**src/hw/soc_bus_cfg.svh**
```systemverilog
/*
 * Build-time configuration of the scratchpad interconnect.
 * Widths, region count, region depth, address map tag and the
 * debug hold-off after reset. Included by every RTL file.
 */

`ifndef SOC_BUS_CFG_SVH
`define SOC_BUS_CFG_SVH

// ------------------------------
// Bus widths
// ------------------------------
`define SOC_ADDR_W 32
`define SOC_DATA_W 32
`define SOC_SEL_W (`SOC_DATA_W / 8)

// ------------------------------
// Address map
// ------------------------------
// Number of identical scratchpad regions
`define SOC_NUM_TGT 4
// Words per region, offset field sits at address bits 7:2
`define SOC_SPM_WORDS 64
// Required value of address bits 31:16
`define SOC_MAP_TAG 16'h1000

// ------------------------------
// Debug
// ------------------------------
// Cycles after reset release before a debug request may pass
`define SOC_DBG_DELAY 50

`endif

```
**src/hw/soc_bus_pkg.sv**
```systemverilog
/*
 * Wishbone classic request and response types.
 * One request travels from the master to every target, and each
 * target answers with its own response word.
 */

`include "soc_bus_cfg.svh"

package soc_bus_pkg;

  // ------------------------------
  // Master to target
  // ------------------------------
  typedef struct packed {
    logic                   cyc;
    logic                   stb;
    logic                   we;
    logic [`SOC_ADDR_W-1:0] adr;
    logic [`SOC_DATA_W-1:0] dat;
    // One bit per data byte
    logic [`SOC_SEL_W-1:0]  sel;
  } wb_req_t;

  // ------------------------------
  // Target to master
  // ------------------------------
  typedef struct packed {
    logic                   ack;
    logic                   err;
    // Read data, valid with ack
    logic [`SOC_DATA_W-1:0] dat;
  } wb_rsp_t;

endpackage

```
**src/hw/soc_map_pkg.sv**
```systemverilog
/*
 * Address map types shared by the decoder, the targets and the mux.
 * The address word is seen either raw or split into its map fields;
 * the target select is one bit per scratchpad region.
 */

`include "soc_bus_cfg.svh"

package soc_map_pkg;

  // ------------------------------
  // Address layout
  // ------------------------------
  // Bits 31:16 tag, 15:8 region, 7:2 word offset, 1:0 byte lane
  typedef struct packed {
    logic [15:0]                      tag;
    logic [7:0]                       region;
    logic [$clog2(`SOC_SPM_WORDS)-1:0] offset;
    logic [1:0]                       byte_ofs;
  } soc_addr_fields_t;

  // Decoder reads tag and region, targets read the offset
  typedef union packed {
    logic [`SOC_ADDR_W-1:0] raw;
    soc_addr_fields_t       f;
  } soc_addr_u;

  // ------------------------------
  // Target select
  // ------------------------------
  // At most one bit set, none on a miss
  typedef logic [`SOC_NUM_TGT-1:0] tgt_sel_t;

endpackage

```
**src/hw/soc_rsp_mux.sv**
```systemverilog
/*
 * Response path from the scratchpad regions back to the master.
 * Ack and data of the region that was addressed pass straight through;
 * a decode miss is answered here with a one-cycle error.
 */

`timescale 1ns/100ps

`include "soc_bus_cfg.svh"

module soc_rsp_mux (
  input  logic                 clk_i,
  input  logic                 ndmreset_n,
  input  soc_bus_pkg::wb_rsp_t tgt_rsp_i [`SOC_NUM_TGT],
  input  soc_map_pkg::tgt_sel_t tgt_sel_i,
  input  logic                 miss_i,
  output soc_bus_pkg::wb_rsp_t rsp_o
);

  import soc_map_pkg::*;

  tgt_sel_t               sel_q;
  logic [`SOC_NUM_TGT-1:0] tgt_ack;
  logic                   err_q;

  // ------------------------------
  // Route and error state
  // ------------------------------
  // Select of the request cycle, lines up with the target ack
  always_ff @(posedge clk_i or negedge ndmreset_n) begin
    if (!ndmreset_n) begin
      sel_q <= '0;
      err_q <= 1'b0;
    end else begin
      sel_q <= tgt_sel_i;
      err_q <= miss_i & ~err_q;
    end
  end

  always_comb begin
    for (int i = 0; i < `SOC_NUM_TGT; i++) begin
      tgt_ack[i] = tgt_rsp_i[i].ack;
    end
  end

  // ------------------------------
  // Output merge
  // ------------------------------
  always_comb begin
    rsp_o = '0;
    for (int i = 0; i < `SOC_NUM_TGT; i++) begin
      if (sel_q[i]) begin
        rsp_o.ack = tgt_ack[i];
        rsp_o.dat = tgt_rsp_i[i].dat;
      end
    end
    // Data stays zero on an error, no region selected
    rsp_o.err = err_q;
  end

  // Regions never answer together
  a_single_ack: assert property (@(posedge clk_i) disable iff (!ndmreset_n)
    $onehot0(tgt_ack));

endmodule

```
**config.mk**
```make
export PLATFORM = sky130hd
export DESIGN_NAME = soc_rsp_mux
export DESIGN_NICKNAME = d
export VERILOG_FILES = /design/src/hw/soc_bus_pkg.sv /design/src/hw/soc_map_pkg.sv /design/src/hw/soc_rsp_mux.sv
export VERILOG_INCLUDE_DIRS = /design/src /design/src/hw
export SDC_FILE = /design/constraint.sdc
export NUM_CORES = 1
export LEC_CHECK = 0
export BUFFER_PORTS_ARGS = -buffer_cell sky130_fd_sc_hd__buf_2
export CAP_MARGIN = 10
export CORE_AREA = 2 2 69 71
export DETAILED_ROUTE_END_ITERATION = 8
export DIE_AREA = 0 0 71 73
export PLACE_DENSITY = 0.76
export SYNTH_ARGS = -nofsm -noshare
export SYNTH_HDL_FRONTEND = slang
export SYNTH_SLANG_ARGS = --single-unit
```
**constraint.sdc**
```tcl
create_clock -name clk_i -period 1.6 [get_ports clk_i]
set_input_delay 0.24 -clock clk_i [delete_from_list [all_inputs] [get_ports clk_i]]
set_output_delay 0.24 -clock clk_i [all_outputs]
set_load 0.01 [all_outputs]
```
## Word level (Yosys, flattened, before mapping)

Index checks and enable logic that the tools add are counted.

| storage, ports and cells | value |
|---|---|
| flip-flop bits (word level) | 5 |
| input port bits | 143 |
| output and inout bits | 34 |
| word-level logic and storage cells | 12 |

| cells by class | value |
|---|---|
| muxes and demuxes | 8 |
| bitwise gates (word level) | 2 |

Operators by type and width:

| kind | count |
|---|---|
| 32-bit two-way mux | 4 |
| 1-bit two-way mux | 4 |
| 1-bit bitwise AND | 1 |
| 1-bit NOT | 1 |

## Depth between registers and ports, before layout

| logic depth | value |
|---|---|
| depth in word-level cells | 4 |
| depth in mapped cells | 6 |
| depth with buffers taken out | 3 |

## Least setup slack after synthesis

No wires, ideal clock.

| timing path | value |
|---|---|
| kind | flip-flop to output port |
| start | register sel_q[1] |
| end | output port rsp_o[10] (netlist bit) |
| arrival time | 1.087 ns |
| cell stages (with the launch flop) | 7 |
| setup slack | 0.273 ns |
| buffers on the path | 3 |
| required time | 1.360 ns |
| path through | dfrtp_1 buf_6 nor2b_4 buf_6 buf_12 a22oi_2 a21oi_2 |

RTL lines:

| item | line | text |
|---|---|---|
| from (decl) | soc_rsp_mux.sv:22 | `tgt_sel_t sel_q;` |
| from (signal assigned) | soc_rsp_mux.sv:35 | `sel_q <= tgt_sel_i;` |
| to (decl) | soc_rsp_mux.sv:17 | `output soc_bus_pkg::wb_rsp_t rsp_o` |

==> impl_metrics.toml <==
[setup_path]
crit_type = "reg -> out"
r2r_setup_slack_ps = 1050
reg2reg_to = "err_q"
r2r-start = "err_q"
critPathLaunchType = "flop"
worst_setup_path_end_kind = "output port"
path_max_fanout = 4
cp.arrival_ps = 1420
worstRegToRegCells = 1
cp_data_required_time_ps = 1360

[yosys]
synth.distinct_cells = 18
synth-seq-cells = 5
synth_edf_count = 0
synth-async-reset-ratio_pct = 100
yosysSeqAreaShare_pct = 10.0
ys_top_cells_by_area = "a22oi_2 31%, a21oi_2 21%, o22ai_1 16%, dfrtp_1 10%, buf_12 4.8%"
synth-compound-area-share_pct = 71.4
synth_xor_area_share_pct = 0
syn_nets = 271
synthTopCellsByCount = "32 x o22ai_1, 31 x a22oi_2, 30 x a21oi_2"
synthAdderAreaFrac_pct = 0
synth_area_um2 = 1250
synth.most_common_cell = "o22ai_1"
yosysWarnings = 0
synthSimpleGateAreaFrac_pct = 3.81
synth_top_cell_by_area = "a22oi_2"
syn_inst = 128
synth_top_cell_area_share_pct = 31.1
synth_mux_area_share_pct = 0
synthFlopType = "dfrtp_1"
synth_top_family_by_area = "compound AO/OA/AOI/OAI gates"
avgSynthCellArea_um2 = 9.75

[place]
place_area_um2 = 2120
io_buffer_count = 172
place_congestion = 0.737
hpwl_um = 3850

[power]
p_leak_uw = 0.00109
internal_power_uw = 661
pwr-share-clk_pct = 21.8
p_sw_uw = 386
ir_worst_vdd_v = 0.000420
pwr-share-comb_pct = 64.1
finalPower_uw = 1050
power_switching_share_pct = 36.9
pwr_density_cell_nw_per_um2 = 451
power_frac_seq_pct = 14.1

[route]
via_per_inst = 5.16
drc = 0
ant_nets = 0
first_pass_iters = 4
drt_iter0_drc = 73
vias = 1842
routed_wl_um = 5650
wire_per_inst_um = 15.8

[layout]
fin_area_um2 = 2320
antenna_cells = 0
fillers = 454
layout.nets = 447
area_growth_pct = 86.1
drive_gt1_share_pct = 86.5
multi_input_area_um2 = 997
fin_util_pct = 51.2
seq_area_um2 = 129

[floorplanning]
std_cell_rows = 25
dieArea_um2 = 5180
pin_count = 177
die_h_um = 73
initial_core_util_pct = 27.5
core_area_um2 = 4540
chipWidth_um = 71

[timing]
slew_viol_final = 0
finalWorstSetupSlack_ps = -55.5
setup_viol = 24
rsz0062_at_grt = "true"
worstMarginPinSlew_ps = 284
fin_worst_skew_ps = 0
max_freq_mhz = 604
relSlewSlack_pct = 81.0
fin_crit_ps = 1660
hold-worst-slack_ps = 126
hold_viol_final = 0
finalCritPeriodShare_pct = 103

[clock_tree]
clock-sinks = 5
cts-buffers-inserted = 3
htree_levels = 1
cts_tree = "yes"
clock_latency_ps = 220
clk_pin_slew_ps = 40
root_buffer = "clkbuf_8"
cts_buffer_depth = 2

[run]
cap_viol_max_count = 0

[global_routing]
gr-usage-all-layers_pct = 19.4
antenna_found_initial = 0
grt_pass1_wl_um = 8110
gr-total-overflow = 0
grt_pass1_vias = 1632
grt_max_degree = 18

[hold_path]
hp-start = "tgt_sel_i[1]"
hold_class = "in -> reg"
whs_path_depth = 1
whs_endpoint = "sel_q[1]"

[status]
outcome = "finished with violations"
violations = "setup timing"
[area by class of cell]
cell class / instances / share of cell area (%)
multi-input combinational: 106 / 43.0
timing repair buffer: 186 / 46.3
clock buffer: 4 / 1.94
inverter: 2 / 0.323
tap: 54 / 2.91
sequential: 5 / 5.55
[worst max path at each step]
stage,cells past startpoint,to,slack (ps),start
6_report,6,rsp_o[3],-60,sel_q[1]
3_5_place_dp,4,rsp_o[17],20,sel_q[3]
5_1_grt,4,rsp_o[30],-120,sel_q[1]
3_3_place_gp,4,rsp_o[23],40,sel_q[3]
4_1_cts,6,rsp_o[4],-50,sel_q[1]
2_1_floorplan,6,rsp_o[10],270,sel_q[1]
[sequential cells by signal (all words and copies together) (netlist names)]
register	count
sel_q	4
err_q	1
[metal layers]
layer | part of all wire, % | global-route usage (%)
met5 | 0 | 0
met2 | 53 | 35.1
met3 | 6.7 | 2.35
met1 | 40 | 24.8
met4 | 0.76 | 3.98
[stage by stage]
step / std cells / setup slack, ps / TNS, ps
CTS: 357 / -49.0 / -943
floorplan: 128 / 273 / 0
detailed placement: 344 / 23.6 / 0
global route: 357 / -123 / -2590
global placement: 344 / 37.3 / 0
finish: 357 / -55.5 / -642
[cell families (layout without fill, tap and decap cells)]
| kind of cell | Yosys count | after routing |
|---|---|---|
| flops | 5 | 5 |
| simple gates | 5 | 8 |
| buf+inv | 20 | 192 |
| compound gates | 98 | 98 |
[worst max-delay path: stages (launching register included)]
cell and delay (ps):
dfrtp_2 420, nor2b_4 160, buf_6 140, clkbuf_16 140
a22oi_2 50, a21oi_2 140, buf_2 150
[power groups by stage]
stage / Sequential (uW) / Clock (uW) / Combinational [uW]
global route: 149 / 249 / 722
CTS: 148 / 235 / 670
floorplan: 141 / 0 / 344
finish: 148 / 229 / 671
detailed placement: 144 / 0 / 624
global placement: 143 / 0 / 611
[placed cells by master (no fill, tap or decap), drive strengths merged]
cell type	n
o22ai	32
nor2b	2
clkbuf	5
a21oi	32
nand2b	4
inv	2
buf	184
dfrtp	5
dlygate4sd3	1
a221oi	1
nor2	1
a22oi	33
nor3b	1
[repair_timing]
| item | in CTS | in global routing |
|---|---|---|
| endpoints found under the setup margin | 33 | 33 |
| hold buffers | 1 | 0 |
| cloned | 5 | 1 |
| setup buffers | 3 | 0 |
| endpoints found under the hold margin | 5 | 0 |
| pin swaps | 17 | 7 |
| resized for setup | 10 | 4 |
No activity file was read; power rests on OpenSTA's default activity.
