===== config.mk =====
export PLATFORM = sky130hd
export DESIGN_NAME = dbg_req_gate
export DESIGN_NICKNAME = d
export VERILOG_FILES = /design/src/hw/dbg_req_gate.sv
export VERILOG_INCLUDE_DIRS = /design/src /design/src/hw
export SDC_FILE = /design/constraint.sdc
export NUM_CORES = 1
export LEC_CHECK = 0
export ABC_AREA = 0
export BUFFER_PORTS_ARGS = -buffer_cell sky130_fd_sc_hd__buf_2
export CAP_MARGIN = 20
export CELL_PAD_IN_SITES_DETAIL_PLACEMENT = 1
export CELL_PAD_IN_SITES_GLOBAL_PLACEMENT = 1
export CORE_AREA = 2 2 39 41
export CTS_BUF_LIST = sky130_fd_sc_hd__clkbuf_4
export DETAILED_ROUTE_END_ITERATION = 7
export DIE_AREA = 0 0 41 43
export GPL_ROUTABILITY_DRIVEN = 0
export GPL_TIMING_DRIVEN = 1
export PLACE_DENSITY = 0.49
export SLEW_MARGIN = 10
export SYNTH_ARGS = -nofsm -noshare
export SYNTH_HDL_FRONTEND = slang
export SYNTH_SLANG_ARGS = --single-unit

===== constraint.sdc =====
create_clock -name clk_i -period 1.6 [get_ports clk_i]
set_input_delay 0.08 -clock clk_i [delete_from_list [all_inputs] [get_ports clk_i]]
set_output_delay 0.08 -clock clk_i [all_outputs]
set_load 0.02 [all_outputs]

===== src/hw/soc_bus_cfg.svh =====
/*
 * Build-time configuration of the scratchpad interconnect.
 * Widths, region count, region depth, address map tag and the
 * debug hold-off after reset. Included by every RTL file.
 */

`ifndef SOC_BUS_CFG_SVH
`define SOC_BUS_CFG_SVH

// ------------------------------
// Bus widths
// ------------------------------
`define SOC_ADDR_W 32
`define SOC_DATA_W 32
`define SOC_SEL_W (`SOC_DATA_W / 8)

// ------------------------------
// Address map
// ------------------------------
// Number of identical scratchpad regions
`define SOC_NUM_TGT 4
// Words per region, offset field sits at address bits 7:2
`define SOC_SPM_WORDS 64
// Required value of address bits 31:16
`define SOC_MAP_TAG 16'h1000

// ------------------------------
// Debug
// ------------------------------
// Cycles after reset release before a debug request may pass
`define SOC_DBG_DELAY 50

`endif


===== src/hw/dbg_req_gate.sv =====
/*
 * Masks the debug request for a fixed number of cycles after reset,
 * so early boot code runs before a halt can be requested.
 * After the window the request passes through unchanged.
 */

`timescale 1ns/100ps

`include "soc_bus_cfg.svh"

module dbg_req_gate (
  input  logic clk_i,
  input  logic ndmreset_n,
  input  logic dbg_req_i,
  output logic dbg_req_o
);

  localparam int unsigned CntW = $clog2(`SOC_DBG_DELAY + 1);

  logic [CntW-1:0] cnt_q;

  // ------------------------------
  // Hold-off counter
  // ------------------------------
  // Loads the window in reset, parks at zero
  always_ff @(posedge clk_i or negedge ndmreset_n) begin
    if (!ndmreset_n) begin
      cnt_q <= CntW'(`SOC_DBG_DELAY);
    end else if (cnt_q != '0) begin
      cnt_q <= cnt_q - 1'b1;
    end
  end

  // Window closed, request goes straight through
  assign dbg_req_o = (cnt_q == '0) ? dbg_req_i : 1'b0;

endmodule


Word level (Yosys, flattened, before mapping)
Cells that the tools add are included.
{ "totals": {"reg_bits": 6, "out_inout_bits": 1} }
{ "classes": {"n_reduce_logical": 2, "mux": 1, "n_addsub": 1} }
{ "ops": {"columns": ["op", "n"], "rows": [
  ["logical NOT 6 bit", 1],
  ["nonzero test 6 bit", 1],
  ["subtractor 6 x 1 -> 6 bit, second input constant", 1],
  ["2-to-1 mux 1 bit", 1]
]} }

Depth between registers and ports, before layout
Gate-level depths: netlist of run 1.
{ "depth": {"ltp_word": 2, "depth_mapped": 5, "mapped_depth_nobuf": 5} }

Least setup slack after synthesis of run 1
Ideal clock, no wire load.
{ "synth_path": {"kind": "reg-to-output", "start": "register cnt_q[1]", "end": "output dbg_req_o", "setup_slack_ns": 0.275, "t_arrival_ns": 1.245, "stages_incl_launch_ff": 6, "cell_sequence": "dfstp_2 -> inv_1 -> ha_1 -> and3b_1 -> buf_6 -> and2_1"} }
{ "synth_via": {"elab_chain_cells": 2} }
{ "synth_rtl": {"columns": ["element", "line_no", "text"], "rows": [
  ["start: declaration", "dbg_req_gate.sv:20", "logic [CntW-1:0] cnt_q;"],
  ["start signal: assignment", "dbg_req_gate.sv:28", "cnt_q <= CntW'(`SOC_DBG_DELAY);"],
  ["start signal: assignment", "dbg_req_gate.sv:30", "cnt_q <= cnt_q - 1'b1;"],
  ["logical NOT 6 bit", "dbg_req_gate.sv:35", "assign dbg_req_o = (cnt_q == '0) ? dbg_req_i : 1'b0;"],
  ["2-to-1 mux 1 bit", "dbg_req_gate.sv:35", null],
  ["end: declaration", "dbg_req_gate.sv:15", "output logic dbg_req_o"]
]} }
No other way between the ends.

Worst setup path after layout of run 1
Same ends and word-level chain as after synthesis.

==> results.md, run 1 <==
* Run status: completed
* Hold WS at 184 ps
* Syn avg cell area at approximately 12 sq um
* Pwr dens at just under 800 nW/um^2
* Post-synthesis sequential area ratio at 0.494
* Starting Density at 0.225
* Worst min path class: in -> async
* Worst path required time at 1520 ps
* Top reg by flops: cnt_q
* CTS tree: yes
* Htree depth at 1
* I/O Pins at 4
* FF+latch count, synth at 6
* Antenna viol nets, final at 0
* Largest family of logic cells by synthesized area: simple AND/OR/NAND/NOR gates
* Power Total at between 0.0003 and 0.0004 W
* Crit path DAT at ~1500 ps
* Clock Path Buffers at 2
* Met2 wire len at 362 um
* Setup Crit Path Kind: reg -> out
* Antenna diodes at 0
* Crit Path Max Fanout at 4
* Die X at about 41 um
* Slew HR at 0.859
* Clock Latency Late Sink at about 240 ps
* Worst-path clk slew at roughly 50 ps
* Port buffer count at 3
* Top layer in use: met3
* Total CTS buffers at 3
* Total die area at around 1800 sq um
* Syn Std Cell Area at 312 sq um
* Commonest cells after routing, fill and taps aside: xnor2_1, nor2_1, clkbuf_4
* Slew of the pin with the lowest slew margin at 211 ps
* Post-synth cell types at 15
* Area share of and/or/nand/nor cells after synthesis at 0.185
* Critical path startpoint: cnt_q[1]
* Via count at 222
* Max-cap violation count at 0
* Pleak at approximately 0.20 nW
* Fill cells at 159
* R2r endpoint: cnt_q[0]
* Highest clock rate at around 640 MHz
* Compound-cell area share of the yosys netlist at 0
* Synth Area in XOR/XNOR at 0.112
* CTS sink count at 6
* Max-slew violations at 0
* VDD IR max at roughly 0.42 mV
* R2R Setup Slk at ~150 ps
* Syn Inst Count at 27
* Mux contribution to synthesized area at 0.0683
* Crit end category: output pin
* Detailed Place HPWL at roughly 430 um
* Adder-Cell Fraction of Synth Area at 0.0803
* Setup Skew at 7.68 ps
* Part of the cycle the worst path needs at 0.971
* WL/cell at around 12 um
* DR DRC count at 0
* Wire length on met3 at 23 um
* Drt first pass iters at 1
* Synthesis warning total at 0
* Share of cells above drive strength 1 at 0.459
* Antenna violations before repair at 0
* All-Layer GR Usage at 0.0870
* Die height at approximately 43 um
* Area Growth Syn to Fin at 34.9%
* Setup crit end: dbg_req_o
* Floorplan row count at 14
* GRT overflow at 0
* Initial DRC count at 0
* Crit start category: flop
* Biggest regs: cnt_q: 6 flops
* Worst reg-to-reg path cell count at 6
* Vias per inst at ~4.2
* Largest register FFs at 6
* Post-Route M1 WL at around 240 um
* Clock period minus worst slack at 1550 ps
* CTS root buffer: clkbuf_4
* Core area at between 1000 and 1500 sq um
* Vias in the first global route at 230
* Global-route wire length before repair at slightly below 1 mm
* Final net count at 43
* Final setup fails at 0
* Hold Vio Cnt, Final at 0
* Post-synth net total at 32
* WL final at approximately 620 um
* Pin count of the biggest net entering global routing at 7
* Reg-to-reg startpoint: cnt_q[1]
==> stage by stage <==
stage / setup TNS [ps] / area (sq um) / setup slack [ps] / utilization / std cells
detailed placement: 0 / 335 / 142 / 0.242 / 45
global placement: 0 / 335 / 177 / 0.242 / 45
CTS: 0 / 387 / 5.17 / 0.279 / 51
floorplan: 0 / 312 / 275 / - / 27
finish: 0 / 420 / 46.4 / 0.304 / 53
global route: -6.86 / 420 / -6.86 / 0.304 / 53
==> synth_stat cells <==
library cell	number	share of area
nor2_1	4	0.048
xnor2_1	4	0.11
dfrtp_1	3	0.24
dfstp_2	3	0.25
ha_1	2	0.080
inv_1	2	0.024
and2_1	1	0.020
and3b_1	1	0.028
buf_6	1	0.036
mux2_1	1	0.036
mux2i_1	1	0.032
nand3_1	1	0.016
nor3_1	1	0.016
nor3_2	1	0.032
nor3b_1	1	0.024
==> repair_timing <==
item | CTS | global route
gates resized for setup | 3 | 4
hold buffers | 1 | 0
hold endpoints to repair | 6 | 0
setup buffers | 1 | 2
endpoints found under the setup margin | 1 | 1
pin swaps | 0 | 0
==> cell type report <==
| type | instances | area [sq um] | area share |
|---|---|---|---|
| flip-flops and latches | 6 | 154 | 0.366 |
| well taps | 16 | 20.0 | 0.0476 |
| multi-input cells | 18 | 153 | 0.363 |
| clock buffers | 4 | 30.0 | 0.0714 |
| repair buffers | 7 | 53.8 | 0.128 |
| inverters | 2 | 10.0 | 0.0238 |
==> per-layer routing <==
metal	track usage	vias up
li1	-	106
met1	0.0921	113
met2	0.134	3
met3	0.0314	0
met4	0.0600	0
met5	0	-
==> report_power, final <==
group          switching, W  internal [W]  total (W)
clock             0.0000581      0.000112   0.000170
sequential                0      0.000152   0.000152
combinational    0.00000613    0.00000631  0.0000124
total             0.0000642      0.000270   0.000334
==> critical path: stages (launching register included) <==
cell	delay, ps
dfstp_2	550
inv_4	50
ha_4	150
and3b_2	200
and2_1	160
buf_6	130
==> how the worst min path moves through the flow <==
stage / start / endpoint / slack [ps] / cells after the start
2_1_floorplan: ndmreset_n / cnt_q[0] / -220 / 0
3_5_place_dp: ndmreset_n / cnt_q[3] / -90 / 1
6_report: ndmreset_n / cnt_q[3] / 180 / 2
5_1_grt: ndmreset_n / cnt_q[0] / 220 / 2
3_3_place_gp: ndmreset_n / cnt_q[3] / -90 / 1
4_1_cts: ndmreset_n / cnt_q[3] / 190 / 2
==> cell families after synthesis <==
logic type                 count (synthesis)
and+or+nand+nor                           10
DFF                                        6
xor gates and xnor gates                   4
buffers and inverters                      3
muxes                                      2
adders and majority gates                  2
Power figures use the tool's default switching activity.
==> inputs of run 2 (changes only) <==
==> constraint.sdc (replaced) <==
create_clock -name clk_i -period 1.9 [get_ports clk_i]
set_input_delay 0.095 -clock clk_i [delete_from_list [all_inputs] [get_ports clk_i]]
set_output_delay 0.095 -clock clk_i [all_outputs]
set_load 0.02 [all_outputs]
==> run 2 against run 1 <==
Against the previous run: setup slack better by 130 ps; sequential power fell by 16%; global-route usage fell by 0.40 points; first-iteration DRC count unchanged; core utilization shrank 3.3 points; sequential share of layout area up 4.4 points; largest cell class unchanged; total power is 17% lower; via count fell by 7.7%; worst hold slack better by 15 ps; clock power shrank 16%; final cell count is 5.7% lower.
==> results.md, run 2 (synthesized netlist as in run 1, its figures left out) <==
* All-Layer GR Usage at 0.0829
* Clock Path Buffers at 2
* Core area at ~1400 sq um
* Hold-fix buffers, CTS at 1
* Antenna violations before repair at 0
* Pin count of the biggest net entering global routing at 7
* Placed Instances at 45
* Clock period minus worst slack at 1730 ps
* Post-Place Cell Area at around 340 sq um
* Resize count post-CTS at 0
* Fin area at ~380 sq um
* Sum Neg Setup Slack at 0 ps
* Cells along the critical path: inv_1 -> ha_1 -> and3b_1 -> and2_1 -> buf_2
* Worst min path class: in -> async
* Die height at ~43 um
* Power Total at 0.000279 W
* Setup Crit Path Kind: reg -> out
* Biggest regs: cnt_q: 6 flops
* Max-cap violation count at 0
* Antenna viol nets, final at 0
* Final net count at 40
* Pwr dens at ~740 nW/um^2
* Clock Latency Late Sink at between 200 and 250 ps
* Crit-path slowest cell: dfstp_2
* Final WS setup at around 170 ps
* Crit end category: output pin
* Vias in the first global route at between 200 and 250
* Share of cells above drive strength 1 at 0.324
* Hold Vio Cnt, Final at 0
* Worst-path clk slew at ~50 ps
* Highest clock rate at 579 MHz
* Total die area at roughly 1800 sq um
* WL final at 520 um
* CTS root buffer: clkbuf_4
* Pleak at 0.178 nW
* Fill cells at about 160
* Vias per inst at 4.10
* Slew of the pin with the lowest slew margin at 250 ps
* Unrepaired setup endpoints after global routing: false
* Starting Density at 0.225
* VDD IR max at about 0.35 mV
* Antenna diodes at 0
* Max-slew violations at 0
* CTS tree: yes
* Port buffer count at 3
* Total CTS buffers at 3
* Worst reg-to-reg path cell count at 4
* Commonest cells after routing, fill and taps aside: xnor2_1, nor2_1, clkbuf_4
* Htree depth at 1
* Crit start category: flop
* Drt first pass iters at 1
* DR DRC count at 0
* R2R Setup Slk at ~580 ps
* Part of the cycle the worst path needs at 0.908
* GRT overflow at 0
* Worst path required time at 1800 ps
* WL/cell at roughly 10 um
* Floorplan row count at 14
* DP Worst Slack at about 430 ps
* Crit path DAT at 1630 ps
* Largest register FFs at 6
* Die X at 41 um
* Setup Skew at between 6 and 7 ps
* Buf/Inv on CP at 2
* Global-route wire length before repair at around 940 um
* Slew HR at 0.834
* Critical path depth at 5
* Top reg by flops: cnt_q
* Postcts setup bufs at 0
* CTS sink count at 6
* I/O Pins at 4
* Crit Path Max Fanout at 6
* Worst path max stage delay at between 500 and 600 ps
* Via count at 205
* Area Growth Syn to Fin at 20.5%
* Initial DRC count at 0
* Run status: completed
* Post-route insts no fill at 50
* Gate family responsible for the most delay along the worst path: flip-flops
* Final setup fails at 0
* Detailed Place HPWL at 435 um
[run 2: changes by cell type in the layout (fill, tap and decap cells not counted), sizes merged]
cell,change
buf,-3
[run 2: worst paths after layout]
path,from,endpoint
hold reg to reg,cnt_q[0],cnt_q[0]
hold / removal,ndmreset_n,cnt_q[3]
min in group clk_i,cnt_q[0],cnt_q[0]
setup / recovery,cnt_q[1],dbg_req_o
setup reg to reg,cnt_q[1],cnt_q[0]
max in group asynchronous,ndmreset_n,cnt_q[1]
[run 2: cell type report]
class,count,area (sq um),share of cell area
inverter,2,7.51,0.0200
sequential,6,154,0.410
timing repair buffer,4,25.0,0.0667
multi-input combinational,18,139,0.370
tap,16,20.0,0.0533
clock buffer,4,30.0,0.0800
[run 2: per-stage QoR]
stage | utilization | hold WS, ps
floorplan | - | -201
global placement | 0.242 | -75.1
detailed placement | 0.242 | -70.0
CTS | 0.271 | 207
global route | 0.271 | 236
finish | 0.271 | 199
[run 2: routing by layer]
metal  vias to the layer above  track usage  wire, um
met2                         3        0.122       290
li1                        102            -         -
met3                         0       0.0314        14
met1                       100       0.0921       214
met5                         -            0         0
met4                         0       0.0600         0
[run 2: power by group]
part           switching [W]    total, W  internal (W)
combinational     0.00000477  0.00000879    0.00000402
clock              0.0000479    0.000142     0.0000939
sequential                 0    0.000128      0.000128
