**src/hw/soc_bus_cfg.svh**
```systemverilog
/*
 * Build-time configuration of the scratchpad interconnect.
 * Widths, region count, region depth, address map tag and the
 * debug hold-off after reset. Included by every RTL file.
 */

`ifndef SOC_BUS_CFG_SVH
`define SOC_BUS_CFG_SVH

// ------------------------------
// Bus widths
// ------------------------------
`define SOC_ADDR_W 32
`define SOC_DATA_W 32
`define SOC_SEL_W (`SOC_DATA_W / 8)

// ------------------------------
// Address map
// ------------------------------
// Number of identical scratchpad regions
`define SOC_NUM_TGT 4
// Words per region, offset field sits at address bits 7:2
`define SOC_SPM_WORDS 64
// Required value of address bits 31:16
`define SOC_MAP_TAG 16'h1000

// ------------------------------
// Debug
// ------------------------------
// Cycles after reset release before a debug request may pass
`define SOC_DBG_DELAY 50

`endif

```
**src/hw/soc_bus_pkg.sv**
```systemverilog
/*
 * Wishbone classic request and response types.
 * One request travels from the master to every target, and each
 * target answers with its own response word.
 */

`include "soc_bus_cfg.svh"

package soc_bus_pkg;

  // ------------------------------
  // Master to target
  // ------------------------------
  typedef struct packed {
    logic                   cyc;
    logic                   stb;
    logic                   we;
    logic [`SOC_ADDR_W-1:0] adr;
    logic [`SOC_DATA_W-1:0] dat;
    // One bit per data byte
    logic [`SOC_SEL_W-1:0]  sel;
  } wb_req_t;

  // ------------------------------
  // Target to master
  // ------------------------------
  typedef struct packed {
    logic                   ack;
    logic                   err;
    // Read data, valid with ack
    logic [`SOC_DATA_W-1:0] dat;
  } wb_rsp_t;

endpackage

```
**src/hw/soc_map_pkg.sv**
```systemverilog
/*
 * Address map types shared by the decoder, the targets and the mux.
 * The address word is seen either raw or split into its map fields;
 * the target select is one bit per scratchpad region.
 */

`include "soc_bus_cfg.svh"

package soc_map_pkg;

  // ------------------------------
  // Address layout
  // ------------------------------
  // Bits 31:16 tag, 15:8 region, 7:2 word offset, 1:0 byte lane
  typedef struct packed {
    logic [15:0]                      tag;
    logic [7:0]                       region;
    logic [$clog2(`SOC_SPM_WORDS)-1:0] offset;
    logic [1:0]                       byte_ofs;
  } soc_addr_fields_t;

  // Decoder reads tag and region, targets read the offset
  typedef union packed {
    logic [`SOC_ADDR_W-1:0] raw;
    soc_addr_fields_t       f;
  } soc_addr_u;

  // ------------------------------
  // Target select
  // ------------------------------
  // At most one bit set, none on a miss
  typedef logic [`SOC_NUM_TGT-1:0] tgt_sel_t;

endpackage

```
**src/hw/soc_spm_target.sv**
```systemverilog
/*
 * One scratchpad region on the Wishbone bus.
 * Writes honour the byte selects, reads return the addressed word.
 * Every selected request gets a single registered ack one cycle later.
 */

`timescale 1ns/100ps

`include "soc_bus_cfg.svh"

module soc_spm_target (
  input  logic                 clk_i,
  input  logic                 ndmreset_n,
  input  soc_bus_pkg::wb_req_t req_i,
  input  logic                 sel_i,
  output soc_bus_pkg::wb_rsp_t rsp_o
);

  import soc_map_pkg::*;

  logic [`SOC_DATA_W-1:0] mem_q [`SOC_SPM_WORDS];
  logic [`SOC_DATA_W-1:0] rdata_q;
  logic                   ack_q;
  logic                   access;
  soc_addr_u              addr;

  assign addr.raw = req_i.adr;

  // No new access in the ack cycle, one pulse per transaction
  assign access = req_i.cyc & req_i.stb & sel_i & ~ack_q;

  // ------------------------------
  // Acknowledge
  // ------------------------------
  always_ff @(posedge clk_i or negedge ndmreset_n) begin
    if (!ndmreset_n) begin
      ack_q <= 1'b0;
    end else begin
      ack_q <= access;
    end
  end

  // ------------------------------
  // Storage
  // ------------------------------
  always_ff @(posedge clk_i) begin
    if (access && req_i.we) begin
      for (int b = 0; b < `SOC_SEL_W; b++) begin
        // Only the selected byte lanes change
        if (req_i.sel[b]) begin
          mem_q[addr.f.offset][b*8 +: 8] <= req_i.dat[b*8 +: 8];
        end
      end
    end
    if (access && !req_i.we) begin
      rdata_q <= mem_q[addr.f.offset];
    end
  end

  assign rsp_o = '{ack: ack_q, err: 1'b0, dat: rdata_q};

  // ------------------------------
  // Checks
  // ------------------------------
  // An ack needs a selected strobe on the previous edge
  a_ack_cause: assert property (@(posedge clk_i) disable iff (!ndmreset_n)
    ack_q |-> $past(req_i.cyc && req_i.stb && sel_i));

endmodule

```
**config.mk**
```make
export PLATFORM = sky130hd
export DESIGN_NAME = soc_spm_target
export DESIGN_NICKNAME = d
export VERILOG_FILES = /design/src/hw/soc_bus_pkg.sv /design/src/hw/soc_map_pkg.sv /design/src/hw/soc_spm_target.sv
export VERILOG_INCLUDE_DIRS = /design/src /design/src/hw
export SDC_FILE = /design/constraint.sdc
export NUM_CORES = 2
export LEC_CHECK = 0
export ABC_CLOCK_PERIOD_IN_PS = 5400
export BUFFER_PORTS_ARGS = -buffer_cell sky130_fd_sc_hd__buf_2
export CAP_MARGIN = 10
export CELL_PAD_IN_SITES_DETAIL_PLACEMENT = 1
export CELL_PAD_IN_SITES_GLOBAL_PLACEMENT = 1
export CORE_MARGIN = 4
export CORE_UTILIZATION = 59
export CTS_CLUSTER_SIZE = 25
export DETAILED_ROUTE_END_ITERATION = 10
export PLACE_DENSITY_LB_ADDON = 0.3
export SETUP_SLACK_MARGIN = 0.02
export SKIP_LAST_GASP = 1
export SLEW_MARGIN = 20
export SYNTH_ARGS = -nofsm -noshare
export SYNTH_HDL_FRONTEND = slang
export SYNTH_SLANG_ARGS = --single-unit
```
**constraint.sdc**
```tcl
create_clock -name clk_i -period 5.4 [get_ports clk_i]
set_input_delay 1.08 -clock clk_i [delete_from_list [all_inputs] [get_ports clk_i]]
set_output_delay 1.08 -clock clk_i [all_outputs]
set_load 0.05 [all_outputs]
```
[After elaboration in Yosys (flattened, before gate mapping)]
Memories as Yosys holds them, arrays and structs flattened. A register that Yosys moved wholly into a read port is not among the register bits.
Index checks and enable logic that the tools add are counted.
Storage, ports and cells
  output and inout port bits: 34
  bits of input ports: 74
  logic and storage cells: 21
  bits in latches: 0
  register bits after elaboration: 1
  ROM bits: 0
  memory bits (writable): 2048
  memories kept: 1
Operators by class
  add/sub/neg operators: 0
  reductions and logical operators: 3
  shifts and indexed selects: 0
  bitwise operators: 4
  divide/modulo/power cells: 0
  equal/unequal tests: 0
  multiplexer cells: 12
  multipliers: 0
  order comparisons: 0
Memory list
  mem_q: words 64, bits a word 32, rd ports 1, clocked after Yosys merged registers in 1, write ports 1, line soc_spm_target.sv:21  | logic [`SOC_DATA_W-1:0] mem_q [`SOC_SPM_WORDS];
Operators with widths (number)
  2-to-1 mux 1 bit: 12
  AND 1 bit: 3
  logical AND 1 bit: 2
  zero test 1 bit: 1
  NOT 1 bit: 1

[Logic depth before layout (Yosys ltp)]
  word-level depth: 6
  mapped depth: 11
  mapped depth without buffers: 6

[Worst setup path before layout]
Ideal clock, no wire load.
  kind: input to register
  from: input req_i[69] in the netlist's numbering
  to: register rdata_q[0] (read register of mem_q) (enable)
  path slack: 2.212 ns
  data required time: 4.975 ns
  path buffers: 0
  cell stages on the path: 2
  library setup time: 0.425 ns
  arrival: 2.763 ns
  path through: and4b_1 nor2b_1
Between the ends
  cells in the longest elaborated chain, start to end: 4
RTL lines
  start: declaration: line soc_spm_target.sv:14  | input soc_bus_pkg::wb_req_t req_i,
  AND 1 bit (3 in a row): line soc_spm_target.sv:30  | assign access = req_i.cyc & req_i.stb & sel_i & ~ack_q;
  logical AND 1 bit: line soc_spm_target.sv:55  | if (access && !req_i.we) begin
  end: declaration: line soc_spm_target.sv:22  | logic [`SOC_DATA_W-1:0] rdata_q;
Every way passes these cells.

[Final worst setup path]
  from: input req_i[38] in the netlist's numbering
  to: memory mem_q[61][8] in the netlist's numbering (enable)
RTL lines (line)
  end: declaration: soc_spm_target.sv:21
No word-level cell before the write port.

==> metrics list <==
- The run finished with clean final reports.
- Synth Area per Inst: about 17 sq um
- The count of nets left with antenna violations once routing finished came out at 0.
- The first global-routing pass estimated 398500 microns of wire.
- Slack of the worst reg-to-reg path: 2.01 ns
* Cell count of the worst reg-to-reg path: 5
- Syn Inst Count: 4628
* Fraction of layout cells with a size suffix above 1: 16.15%
- Class of the most critical setup path: primary input to register
* Data arrival time of the worst path: 4.66 ns
- Synthesis-to-finish area growth: 12.33%
* Die span in y: 375.8 microns
* Number of register bits inferred by synthesis: 2081
* Starting utilization of the core area: 59.58%
- Global placer's final weighted congestion: 0.8932
- Global Route met1 Usage: 50.67%
- The floorplan has between 100 and 150 rows.
- Counting the buffers created by CTS gives 199.
- In the final layout, flip-flops and latches occupy between 60000 and 70000 sq um.
- Number of synthesized flops with an enable pin: between 2000 and 2500
- Subtracting the final worst setup slack from the clock period gives 4.182 ns.
* Ys async rst share: 0.04805%
- After detailed routing, the average wire length per cell comes to 42.03 microns.
* Horizontal die dimension: around 380 microns
- Origin of the worst setup path: req_i[38]
* Vias in the first global route: 52495
* Antenna violations before repair: 38
- Entering global routing, the biggest net connects 90 pins.
- Post-route worst setup slack: 1.218 ns
- Met2 Resource Use GR: 59.28%
- The endpoint identified for the worst register-to-register timing path is mem_q[29][3]$_DFFE_PP_.
- The cell area that synthesis handed to floorplanning was about 80000 sq um.
* Footprint of the multi-input gates: 15840 sq um
- Across the run, the number of max-cap violations was 0.
* Peak supply drop: 0.3187 mV
- Source-to-sink clock delay at the later pin of the worst-skew pair: approximately 0.86 ns
- After detailed routing, the number of remaining DRC violations is 0.
- Hold is met by 0.5497 ns.
- Summed over all layers, the global routing overflow is 0.
- Endpoint of the worst setup timing path: mem_q[61][8]$_DFFE_PP_
- Summing the sequential cell areas from Yosys gives between 70% and 80% of the chip area.
* Number of buffer cells added on primary ports: 80
- Setup repair after global routing missed its margin: no
- For this run, the detailed router's first-pass iteration total came to 8.
- The filler cells instantiated in the layout total around 11000.
- For the pin with the worst max-slew slack, the measured transition is between 1 and 1.5 ns.
* Iteration-0 DRC Markers: between 9000 and 10000
- Crit path launch type: primary input
- Worst min path class: primary input to asynchronous set/reset pin
- Setup violations remaining at the end of the flow were counted as 0.
- Buffers inserted during post-CTS setup optimization: 0
- Most frequently used flop master after synthesis: sky130_fd_sc_hd__edfxtp_1
- The tree is rooted in a sky130_fd_sc_hd__clkbuf_16.
- Placed wire-length estimate after detailed placement: 165000 microns
- Setup total negative slack on the finished layout was measured at 0 ns.
- Final Non-Filler Cells: 6763
* Clock tree buffer depth: 3
- Level count of the clock H-tree: 4
* Core ar.: 134000 sq um
* Io pins: 108
- CP Capture Type: register
- The number of different library cells used by synthesis comes to 55.
- Final period util: 77.44%
- Syn. warnings: 0
- Power spread over the standard cell area amounts to 373.5 nW/um^2.
* Headroom to the max-slew limit: 20.97%
* Core Util, Final: 66.93%
- Reg-to-Reg Start: ack_q$_DFF_PN0_
* Drt via density: between 7 and 8
* Max-slew violation count: 0
* Final design instance area without fill: 89650 sq um
- Aggregate routed wire length: 284200 microns
* Crit-path max FO: 42
- Most used routing layer: met2
* Post-synth net total: 4702
- GRT Overall Usage: 40.19%
- Overall power after layout: about 33 mW
- The floorplan step defined a die boundary enclosing 141200 sq um.
- After clock tree synthesis, the clock-pin slew on the worst setup and hold paths is 0.06 ns.
- Pleak: 28.05 nW
- Counting every sink on the clock net gives 2081.
* Total number of nets in the final design: 4883
* DP Worst Slack: 0.7987 ns
- Summing all placed instances gives a cell area of 83300 sq um.
* Clock tree from TritonCTS: built
- The hold violation total from the final report came to 0.
* Largest clock skew in the final design: about 0.038 ns
- The routed layout has approximately 50000 vias.
- Routing usage on met3: 13.98%
- For the worst setup path, the data required time is a little under 6 ns.
* Placed cell count: 6375
- Timing would allow up to around 240 MHz.
[synthesized netlist by cell type (all sizes together), types with 4 or more instances]
cell	number	area share, %
edfxtp	2080	78
nor2	396	1.9
a22oi	343	3.2
a221oi	299	3.3
clkbuf	226	1.1
buf	142	0.97
o21ai	139	0.87
nand2	124	0.58
a21oi	121	0.76
mux2i	116	1.5
o22ai	115	0.90
mux2	105	1.5
o221ai	71	0.78
a22o	63	0.69
mux4	61	1.7
a221o	50	0.63
nor3	26	0.16
or3	26	0.20
nand3	17	0.11
a31oi	15	0.12
nand4	15	0.12
a211oi	14	0.13
nor2b	7	0.055
o211ai	7	0.066
a222oi	6	0.075
and2	5	0.039
or4	4	0.038
[worst min-delay path by stage]
stage	cells past startpoint	endpoint	slack (ns)
final	2	ack_q$_DFF_PN0_	0.55
after global routing	2	ack_q$_DFF_PN0_	0.53
after CTS	2	ack_q$_DFF_PN0_	0.51
after detailed placement	1	ack_q$_DFF_PN0_	0.59
after global placement	1	ack_q$_DFF_PN0_	0.58
after floorplan	1	ack_q$_DFF_PN0_	0.56
[cell families (layout without fill, tap and decap cells)]
group / Yosys count / after routing / share of synthesized area [%]
AOI/OAI and AO/OA: 1253 / 1253 / 11.64
buffers and inverters: 371 / 716 / 2.046
DFF: 2081 / 2081 / 78.29
muxes: 282 / 282 / 4.662
other: 1 / 23 / 0.004698
and+or+nand+nor: 640 / 640 / 3.363
[cells in the final DEF (no fill, tap or decap), types with 49 or more instances in the layout]
cell,instances
sky130_fd_sc_hd__o22ai_1,115
sky130_fd_sc_hd__buf_2,61
sky130_fd_sc_hd__clkbuf_16,207
sky130_fd_sc_hd__a22o_1,63
sky130_fd_sc_hd__clkinv_1,61
sky130_fd_sc_hd__buf_4,256
sky130_fd_sc_hd__o21ai_0,139
sky130_fd_sc_hd__a21oi_1,121
sky130_fd_sc_hd__o221ai_1,71
sky130_fd_sc_hd__nor2_1,388
sky130_fd_sc_hd__mux2i_1,116
sky130_fd_sc_hd__mux2_2,104
sky130_fd_sc_hd__clkbuf_1,49
sky130_fd_sc_hd__nand2_1,119
sky130_fd_sc_hd__edfxtp_1,2080
sky130_fd_sc_hd__a22oi_1,343
sky130_fd_sc_hd__a221o_1,50
sky130_fd_sc_hd__mux4_2,61
sky130_fd_sc_hd__a221oi_1,299
[cell type report]
cell class | instances | area share [%]
multi-input combinational | 2176 | 17.66
antenna | 22 | 0.06141
clock inverter | 109 | 0.9643
timing repair buffer | 348 | 3.144
inverter | 3 | 0.02093
clock buffer | 256 | 5.983
tap | 1768 | 2.467
sequential | 2081 | 69.70
[registers in the layout, summed over array words and instances (netlist names)]
name	cells
mem_q	2048
ack_q	1
rdata_q	32
[power by group]
part / switching, mW / internal (mW)
combinational: 1.43 / 0.497
clock: 6.17 / 7.60
sequential: 0.00735 / 17.8
[critical path: stages]
cell	delay, ns
sky130_fd_sc_hd__buf_6	0.51
sky130_fd_sc_hd__nand2_2	0.47
sky130_fd_sc_hd__nor2_1	0.67
sky130_fd_sc_hd__nand2_1	0.81
sky130_fd_sc_hd__nor2_1	1.06
[per-layer routing]
metal,wire length [microns],vias up
li1,-,19475
met2,126400,4920
met5,219,-
met1,90650,25815
met3,43000,1256
met4,23920,34
[what timing repair did]
action,4_1_cts,5_1_grt
gates resized for setup,0,0
hold buffers,1,0
endpoints found under the hold margin,1,0
Power figures use the tool's default switching activity.
