### src/hw/soc_bus_cfg.svh
/*
 * Build-time configuration of the scratchpad interconnect.
 * Widths, region count, region depth, address map tag and the
 * debug hold-off after reset. Included by every RTL file.
 */

`ifndef SOC_BUS_CFG_SVH
`define SOC_BUS_CFG_SVH

// ------------------------------
// Bus widths
// ------------------------------
`define SOC_ADDR_W 32
`define SOC_DATA_W 32
`define SOC_SEL_W (`SOC_DATA_W / 8)

// ------------------------------
// Address map
// ------------------------------
// Number of identical scratchpad regions
`define SOC_NUM_TGT 4
// Words per region, offset field sits at address bits 7:2
`define SOC_SPM_WORDS 64
// Required value of address bits 31:16
`define SOC_MAP_TAG 16'h1000

// ------------------------------
// Debug
// ------------------------------
// Cycles after reset release before a debug request may pass
`define SOC_DBG_DELAY 50

`endif

### src/hw/soc_bus_pkg.sv
/*
 * Wishbone classic request and response types.
 * One request travels from the master to every target, and each
 * target answers with its own response word.
 */

`include "soc_bus_cfg.svh"

package soc_bus_pkg;

  // ------------------------------
  // Master to target
  // ------------------------------
  typedef struct packed {
    logic                   cyc;
    logic                   stb;
    logic                   we;
    logic [`SOC_ADDR_W-1:0] adr;
    logic [`SOC_DATA_W-1:0] dat;
    // One bit per data byte
    logic [`SOC_SEL_W-1:0]  sel;
  } wb_req_t;

  // ------------------------------
  // Target to master
  // ------------------------------
  typedef struct packed {
    logic                   ack;
    logic                   err;
    // Read data, valid with ack
    logic [`SOC_DATA_W-1:0] dat;
  } wb_rsp_t;

endpackage

### src/hw/soc_map_pkg.sv
/*
 * Address map types shared by the decoder, the targets and the mux.
 * The address word is seen either raw or split into its map fields;
 * the target select is one bit per scratchpad region.
 */

`include "soc_bus_cfg.svh"

package soc_map_pkg;

  // ------------------------------
  // Address layout
  // ------------------------------
  // Bits 31:16 tag, 15:8 region, 7:2 word offset, 1:0 byte lane
  typedef struct packed {
    logic [15:0]                      tag;
    logic [7:0]                       region;
    logic [$clog2(`SOC_SPM_WORDS)-1:0] offset;
    logic [1:0]                       byte_ofs;
  } soc_addr_fields_t;

  // Decoder reads tag and region, targets read the offset
  typedef union packed {
    logic [`SOC_ADDR_W-1:0] raw;
    soc_addr_fields_t       f;
  } soc_addr_u;

  // ------------------------------
  // Target select
  // ------------------------------
  // At most one bit set, none on a miss
  typedef logic [`SOC_NUM_TGT-1:0] tgt_sel_t;

endpackage

### src/hw/soc_addr_decoder.sv
/*
 * Address map decoder for the scratchpad regions.
 * Purely combinational: a valid request either selects exactly one
 * region or raises miss for the error path in the response mux.
 */

`timescale 1ns/100ps

`include "soc_bus_cfg.svh"

module soc_addr_decoder (
  input  soc_bus_pkg::wb_req_t  req_i,
  output soc_map_pkg::tgt_sel_t tgt_sel_o,
  output logic                  miss_o
);

  import soc_map_pkg::*;

  soc_addr_u addr;
  logic      req_vld;
  logic      tag_ok;
  logic      region_ok;

  assign addr.raw = req_i.adr;

  // Classic cycle, request valid while both strobes high
  assign req_vld = req_i.cyc & req_i.stb;

  // ------------------------------
  // Map lookup
  // ------------------------------
  assign tag_ok    = (addr.f.tag == `SOC_MAP_TAG);
  assign region_ok = (addr.f.region < `SOC_NUM_TGT);

  always_comb begin
    tgt_sel_o = '0;
    for (int i = 0; i < `SOC_NUM_TGT; i++) begin
      if (req_vld && tag_ok && (addr.f.region == i)) begin
        tgt_sel_o[i] = 1'b1;
      end
    end
  end

  // Wrong tag or region past the last scratchpad
  assign miss_o = req_vld & ~(tag_ok & region_ok);

  // ------------------------------
  // Checks
  // ------------------------------
  // At most one route per request, target or error
  a_one_route: assert final ($onehot0({tgt_sel_o, miss_o}));

endmodule

### config.mk
export PLATFORM = sky130hd
export DESIGN_NAME = soc_addr_decoder
export DESIGN_NICKNAME = d
export VERILOG_FILES = /design/src/hw/soc_bus_pkg.sv /design/src/hw/soc_map_pkg.sv /design/src/hw/soc_addr_decoder.sv
export VERILOG_INCLUDE_DIRS = /design/src /design/src/hw
export SDC_FILE = /design/constraint.sdc
export NUM_CORES = 1
export LEC_CHECK = 0
export BUFFER_PORTS_ARGS = -buffer_cell sky130_fd_sc_hd__clkbuf_2
export CAP_MARGIN = 20
export CORE_AREA = 4 4 41 43
export DETAILED_ROUTE_END_ITERATION = 16
export DIE_AREA = 0 0 45 47
export GPL_TIMING_DRIVEN = 0
export PLACE_DENSITY = 0.83
export SLEW_MARGIN = 20
export SYNTH_ARGS = -nofsm -noshare
export SYNTH_HDL_FRONTEND = slang
export SYNTH_SLANG_ARGS = --single-unit
### constraint.sdc
create_clock -name vclk -period 0.85
set_clock_uncertainty 0.05 [all_clocks]
set_input_delay 0.0425 -clock vclk [all_inputs]
set_output_delay 0.0425 -clock vclk [all_outputs]
set_load 0.05 [all_outputs]
; ---- After elaboration in Yosys (flattened, before gate mapping)
; Cells that the tools add are included.
; W data, S select, Z words.
[word_totals]
register_bits = 0
latch_bits = 0
ramBits = 0
mem_bits_ro = 0
input_bits = 71
output_inout_bits = 5
elab_cells = 19
mem_count = 0
[classes]
n_addsub = 0
n_mul = 0
div = 0
magnitude_cmp = 1
eq_ne = 4
shift = 0
n_mux = 4
bitwise_logic = 4
reduce_logical = 6
[op_table]
columns = operator, count
row1 = $eq A16 B13 Y1 const B, 1
row2 = $eq A8 B2 Y1 const B, 2
row3 = $eq A8 B1 Y1 const B, 1
row4 = $logic_not A8 Y1, 1
row5 = $lt A8 B3 Y1 const B, 1
row6 = $logic_and A1 B1 Y1, 5
row7 = $mux W1, 4
row8 = $and A1 B1 Y1, 3
row9 = $not A1 Y1, 1

; ---- Depth between registers and ports, before layout
; Gate-level depths: netlist (run 1).
[depth]
word_depth = 4
depth_mapped = 3

; ---- Worst setup path after synthesis (run 1)
; OpenSTA, ideal clock, no wires.
[synth_path]
path_kind = input to output
startpoint = input port req_i[49] (netlist name)
endpoint = output port tgt_sel_o[1]
arrival_time_ps = 2064
required_time_ps = 757
path_slack_ps = -1307
cell_stages = 3
n_path_buf = 0
path_cell_list = nor4_2 -> nand4_2 -> nor4_1
[synth_between]
elab_chain_cells = 3
[synth_lines]
columns = item, line_no
row1 = "start, declared", soc_addr_decoder.sv:12  ; input soc_bus_pkg::wb_req_t req_i,
row2 = $eq A8 B1 Y1, soc_addr_decoder.sv:38  ; if (req_vld && tag_ok && (addr.f.region == i)) begin
row3 = $logic_and A1 B1 Y1, soc_addr_decoder.sv:38
row4 = $mux W1, soc_addr_decoder.sv:38
row5 = "end, declared", soc_addr_decoder.sv:13  ; output soc_map_pkg::tgt_sel_t tgt_sel_o,
; Every way passes these cells.

; ---- Worst setup path in the final report (run 1)
[layout_path]
startpoint = input port req_i[54] (netlist name)
endpoint = output port tgt_sel_o[2]
[layout_between]
elab_chain_cells = 4
[layout_lines]
columns = item, line_no
row1 = $eq A16 B13 Y1 (no line), n/a
row2 = $logic_and A1 B1 Y1 (2 in series), soc_addr_decoder.sv:38
row3 = $mux W1, soc_addr_decoder.sv:38
; Every way passes these cells.

==> results of run 1 <==
==> per-layer routing <==
metal	routed length (um)	GRT usage	up-vias	share of wire
met5	0	0	-	0
met4	0	0	0	0
met3	119	0.01149	0	0.19
met2	293	0.1073	21	0.47
met1	208	0.07223	114	0.33
li1	-	-	137	-
==> cell usage in the layout, fill, tap and decap left out, types with 2 or more instances in the layout <==
| cell type | n |
|---|---|
| buf_8 | 2 |
| clkbuf_8 | 3 |
| nand2b_1 | 2 |
| nor4_4 | 7 |
| clkbuf_2 | 24 |
| buf_6 | 2 |
==> power by group <==
group	switching, mW	internal, mW
clock	0	0
sequential	0	0
combinational	0.0755	0.0799
==> timing repair <==
item	4_1_cts	5_1_grt
gates resized for setup	11	6
pin swaps	3	3
endpoints found under the setup margin	5	5
==> critical path: stages <==
cell and delay [ns]:
clkbuf_2 0.10, nor4_4 0.32, nand2_4 0.14, nor4_4 0.29, clkbuf_8 0.23
==> final timing paths <==
| path | from | end | slack [ns] | depth (start not counted) |
|---|---|---|---|---|
| worst min-delay path | req_i[44] | tgt_sel_o[0] | 0.45 | 4 |
| worst max-delay path | req_i[54] | tgt_sel_o[2] | -0.36 | 5 |
==> logic make-up (layout without fill, tap and decap cells) <==
kind of cell           after synthesis  in the layout  synth area share
and+or+nand+nor                     17             17            0.9245
AOI/OAI and AO/OA                    1              1           0.07547
buffers and inverters                0             31                 0
==> per-stage QoR <==
step                utilization  TNS [ns]  area [um2]  hold slack [ns]
floorplan                     -    -1.561       269.0           0.2125
global placement         0.3404    -2.073       442.9           0.5107
detailed placement       0.3404    -2.131       442.9           0.5203
CTS                      0.3788    -1.829       493.0           0.4633
global route             0.3904    -2.059       508.0           0.4720
finish                   0.3904    -1.684       508.0           0.4487
==> cell type report <==
cell class                 instances  area share
timing repair buffer              31      0.4212
multi-input combinational         18      0.5419
tap                               15     0.03695
==> flow_summary.ini, run 1 <==
[status]
status = finished with violations
violations = setup timing

[floorplanning]
die_h_um = 47
rows = 13
core_um2 = 1301
ios = 76
start_util = 0.1019
die-area_um2 = 2115
die_w_um = 45

[detailed_routing]
drt_iter0_drc = 0
num_vias = 272
first_pass_iters = 1
route.detailed.drc = 0
ant_nets = 0
viasPerCell = 4.250
drt-total-wl_um = 622
wire_per_inst_um = 9.719

[finish]
area_growth_pct = 283.0
antenna_cells = 0
flops_and_latches = 0
fin_nets = 122
stdcell_count = 64
fillers = 132
multi_input_area_um2 = 275.3
drive_gt1_frac = 0.9184
register_area_um2 = 0
num-clock-buffers = 0

[global_routing]
grt_pass1_wl_um = 966
antenna_found_initial = 0
grt_util_all_layers = 0.05753
overflow = 0
grt_pass1_vias = 238
grt_max_degree = 6

[timing]
slew_headroom = 0.8248
period_minus_slack_ns = 1.209
slew_viol_final = 0
rsz0062_at_grt = true
fmax_mhz = 827.1
final_critical_path_setup_slack_ns = -0.3590
period_share = 1.422
hold_viol_final = 0
worst_pin_slew_ns = 0.2609
setup_violations = 5

[synthesis]
syn_area_um2 = 132.6
synth-seq-area-share = 0
synth_top_area_cell = nor4_2
avgSynthCellArea_um2 = 7.368
ys.warnings.count = 0
synth_fp_nets = 89
ys_top_cells_by_area = nor4_2 28%, nor4_1 19%, nand2b_1 9.4%, nand4_2 9.4%, nand2_1 8.5%
ys_top_cells_by_count = 4 x nor4_1, 3 x nand2_1, 3 x nor4_2
synth.most_common_cell = nor4_1
syn-instance-count = 18
synth_top_area_share = 0.2830
synth_cell_types = 10

[worst_setup_path]
startpoint_type = input pin
required_ns = 0.76
critPathKind = in -> out
crit_fanout = 5
crit_path_end_kind = output pin
critPathArrivalTime_ns = 1.12

[place]
place_congestion = 0.5623
place_ws_ns = -0.4374
place_inst = 64
portBuffers = 31

[power_and_ir_drop]
power_mw = 0.1554
pwr_density_cell_nw_per_um2 = 305.9
p_leak_nw = 0.2538
ir_worst_vdd_mv = 0.1154

[cts]
post_cts_buffers = 0
hold_buffers = 0

[job]
maxCapViolations = 0

[min_path]
min_path_type = in -> out
(Power assumes the default switching activity.)
==> inputs of run 2 (changes only) <==
BUFFER_PORTS_ARGS = unset   (was -buffer_cell sky130_fd_sc_hd__clkbuf_2)
DONT_BUFFER_PORTS = 1   (was unset)
PLACE_DENSITY = 0.34   (was 0.83)
==> flow_summary.ini, run 2 (synthesis results as in run 1) <==
[floorplanning]
die_w_um = 45
die-area_um2 = 2115
core_um2 = 1301
start_util = 0.1019
ios = 76
rows = 13
die_h_um = 47

[worst_setup_path]
startpoint_type = input pin
crit_fanout = 4
crit_slowest_cell = nor4_4
critPathKind = in -> out
cp_top_family = simple AND/OR/NAND/NOR gates
crit_path_end_kind = output pin
critPathArrivalTime_ns = 1.19
path_cells = nor4b_4, nand2_4, nor4_4
slowest_delay_ns = 0.72
critPathBufInv = 0
required_ns = 0.76

[detailed_routing]
wl_met2_um = 304
m1WireLength_um = 134
first_pass_iters = 1
viasPerCell = 4.889
drt-total-wl_um = 562
route.detailed.drc = 0
dr.max_layer_used = met3
num_vias = 176
drt_iter0_drc = 0
ant_nets = 0
routed-wl-met3_um = 122
wire_per_inst_um = 15.61

[power_and_ir_drop]
swShare = 0.5300
power_mw = 0.05808
internal_power_mw = 0.02730
p_clk_frac = 0
pwr_density_cell_nw_per_um2 = 183.5
ir_worst_vdd_mv = 0.04397
p_leak_nw = 0.1194
sequentialPowerShare = 0
power.switching_mw = 0.03078
p_comb_frac = 1.000

[global_routing]
grt_pass1_vias = 187
grt_pass1_wl_um = 807
grt_util_all_layers = 0.04882
grt_max_degree = 6
overflow = 0
antenna_found_initial = 0

[timing]
hold_viol_final = 0
fmax_mhz = 781.6
slew_viol_final = 0
setup_violations = 5
slew_headroom = 0.4955
rsz0062_at_grt = true
period_share = 1.505
worst_pin_slew_ns = 0.7510
final_critical_path_setup_slack_ns = -0.4294
period_minus_slack_ns = 1.279

[place]
place_ws_ns = -0.4595
portBuffers = 0
placed_cell_area_um2 = 287.8
place_congestion = 0.5828

[finish]
register_area_um2 = 0
final_cell_mix = 7 x nor4_4, 3 x buf_4, 2 x nand2b_1
multi_input_area_um2 = 275.3
finalInstanceArea_um2 = 316.6
fin_nets = 94
area_growth_pct = 138.7
final_common_cell = nor4_4
fillers = 150
antenna_cells = 0
flops_and_latches = 0
drive_gt1_frac = 0.8095
num-clock-buffers = 0

[job]
maxCapViolations = 0

[cts]
hold_buffers = 0

[status]
status = finished with violations
violations = setup timing

[min_path]
min_path_type = in -> out
run 2: cell types whose count changed in the layout (fill, tap and decap cells not counted), sizes merged:
cell    previous run  this run
buf                4         3
clkbuf            27         0
run 2: final timing paths:
check / from / endpoint / slack [ns] / cells after the start
max: req_i[55] / tgt_sel_o[3] / -0.43 / 3
min: req_i[45] / tgt_sel_o[0] / 0.22 / 2
run 2: repair_timing:
action	4_1_cts	5_1_grt
setup endpoints to repair	5	5
pin swaps	3	1
gates resized for setup	0	1
setup buffers	2	1
gates cloned	0	0
run 2: per-layer routing:
layer | global-route usage | vias to the layer above
li1 | - | 81
met1 | 0.04730 | 77
met2 | 0.09605 | 18
met3 | 0.02682 | 0
met4 | 0 | 0
met5 | 0 | -
run 2: power groups by stage:
stage / sequential (mW) / combinational [mW] / clock (mW)
final: 0 / 0.0581 / 0
after global routing: 0 / 0.0611 / 0
after CTS: 0 / 0.0566 / 0
after detailed placement: 0 / 0.0556 / 0
after global placement: 0 / 0.0541 / 0
after floorplan: 0 / 0.0520 / 0
run 2: final cells by class:
cell class,instances,area share
Multi-Input combinational cell,18,0.8696
Tap cell,15,0.05929
Timing Repair Buffer,3,0.07115
run 2: metrics by stage:
step | hold WS, ns | util | TNS, ns | cells
finish | 0.2196 | 0.2433 | -1.896 | 36
global route | 0.2275 | 0.2433 | -2.179 | 36
CTS | 0.2234 | 0.2327 | -1.936 | 35
detailed placement | 0.2234 | 0.2212 | -1.859 | 33
global placement | 0.2214 | 0.2212 | -1.801 | 33
floorplan | 0.2125 | - | -1.561 | 18
==> inputs of run 3 (changes only) <==
ABC_AREA = 1   (was unset)
PLACE_DENSITY = 0.36   (was 0.34)
==> flow_summary.ini, run 3 <==
[status]
status = finished with violations
violations = setup timing

[finish]
flops_and_latches = 0
register_area_um2 = 0
num-clock-buffers = 0
final_common_cell = nor2_4
fin_nets = 109
final_cell_mix = 11 x nor2_4, 5 x nor2_2, 4 x nand2_2, 4 x inv_1, 4 x nand3_2
antenna_cells = 0
drive_gt1_frac = 0.7500
area_growth_pct = 97.62

[timing]
period_minus_slack_ns = 0.9340
final_critical_path_setup_slack_ns = -0.08403
fmax_mhz = 1071
slew_viol_final = 0
period_share = 1.099
rsz0062_at_grt = true
slew_headroom = 0.7204
setup_violations = 5
hold_viol_final = 0
hold_slack_ns = 0.1716
worst_pin_slew_ns = 0.4189

[floorplanning]
rows = 13
die_h_um = 47
die_w_um = 45
core_um2 = 1301
die-area_um2 = 2115
start_util = 0.1212
ios = 76

[detailed_routing]
ant_nets = 0
wire_per_inst_um = 10.02
drt_iter0_drc = 2
drt-total-wl_um = 511
num_vias = 220
dr.max_layer_used = met3
viasPerCell = 4.314
wl_met2_um = 221
first_pass_iters = 2
m1WireLength_um = 171
routed-wl-met3_um = 118
route.detailed.drc = 0

[global_routing]
overflow = 0
grt_pass1_wl_um = 696
grt_util_all_layers = 0.04091
grt_pass1_vias = 177
antenna_found_initial = 0
grt_max_degree = 6

[synthesis]
syn_area_um2 = 157.7
synth.most_common_cell = nor2_1
synth_fp_nets = 107
syn-instance-count = 36
ys_top_cells_by_area = nor2_1 38%, nand3_1 19%, nand2_1 14%, inv_1 12%, nor2_4 7.1%
synth_top_area_cell = nor2_1
avgSynthCellArea_um2 = 4.379
synth_cell_types = 7
synth-seq-area-share = 0
ys.warnings.count = 0
synth_top_area_share = 0.3810
ys_top_cells_by_count = 16 x nor2_1, 6 x nand2_1, 6 x nand3_1

[worst_setup_path]
crit_path_end_kind = output pin
required_ns = 0.76
crit_fanout = 5
critPathArrivalTime_ns = 0.84
critPathKind = in -> out
startpoint_type = input pin

[job]
maxCapViolations = 0

[place]
hpwl_um = 487.7
portBuffers = 0
place_congestion = 0.5527

[power_and_ir_drop]
p_leak_nw = 0.07412
pwr_density_cell_nw_per_um2 = 205.7
power_mw = 0.06408
ir_worst_vdd_mv = 0.08026

[cts]
post_cts_buffers = 0

[min_path]
min_path_type = in -> out
[run 3: changes by cell type after synthesis, moves of 2 or more]
cell,before,now
nor4_2,3,0
nand2_1,3,6
nand3_1,0,6
nand2b_1,2,0
nor2_1,1,16
nor4_1,4,0
inv_1,0,5
[run 3: critical path: stages]
cell,delay (ns)
or2_4,0.23
nor2_4,0.16
nand3_2,0.12
nor2_4,0.28
[run 3: path summary, 6_finish.rpt]
check                          end  slack [ns]  cells after the start      start
worst max-delay path  tgt_sel_o[3]       -0.08                      4  req_i[47]
worst min-delay path  tgt_sel_o[3]        0.17                      2  req_i[44]
[run 3: layout make-up]
cell class	count	area (um2)
Fill cell	153	989.7
Multi-Input combinational cell	31	266.5
Inverter	5	26.28
Tap cell	15	18.77
[run 3: per-layer routing]
metal	up-vias	global-route usage
met5	-	0
met4	0	0
met3	0	0.003831
met2	22	0.07345
met1	89	0.05618
li1	109	-
[run 3: per-stage QoR]
| stage | setup TNS, ns | instances | utilization | worst slack [ns] | area [um2] |
|---|---|---|---|---|---|
| after floorplan | -0.1491 | 36 | - | -0.03729 | 245.2 |
| after global placement | -0.5148 | 51 | 0.2029 | -0.1182 | 264.0 |
| after detailed placement | -0.5697 | 51 | 0.2029 | -0.1328 | 264.0 |
| after CTS | -0.5288 | 51 | 0.2029 | -0.1208 | 264.0 |
| after global routing | -0.5845 | 51 | 0.2394 | -0.1355 | 311.5 |
| final | -0.3417 | 51 | 0.2394 | -0.08403 | 311.5 |
[run 3: logic make-up (layout without fill, tap and decap cells)]
family        Yosys count  after routing  synth area share
buf+inv                 5              5            0.1191
simple gates           31             31            0.8810
[run 3: power by group]
group          internal (mW)  switching [mW]  leakage, nW  total [mW]
clock network              0               0            0           0
registers                  0               0            0           0
logic                 0.0276          0.0365       0.0741      0.0641
[run 3: timing repair]
action | in CTS | in global routing
hold buffers | 0 | 0
endpoints found under the setup margin | 5 | 5
gates resized for setup | 0 | 16
pin swaps | 4 | 11
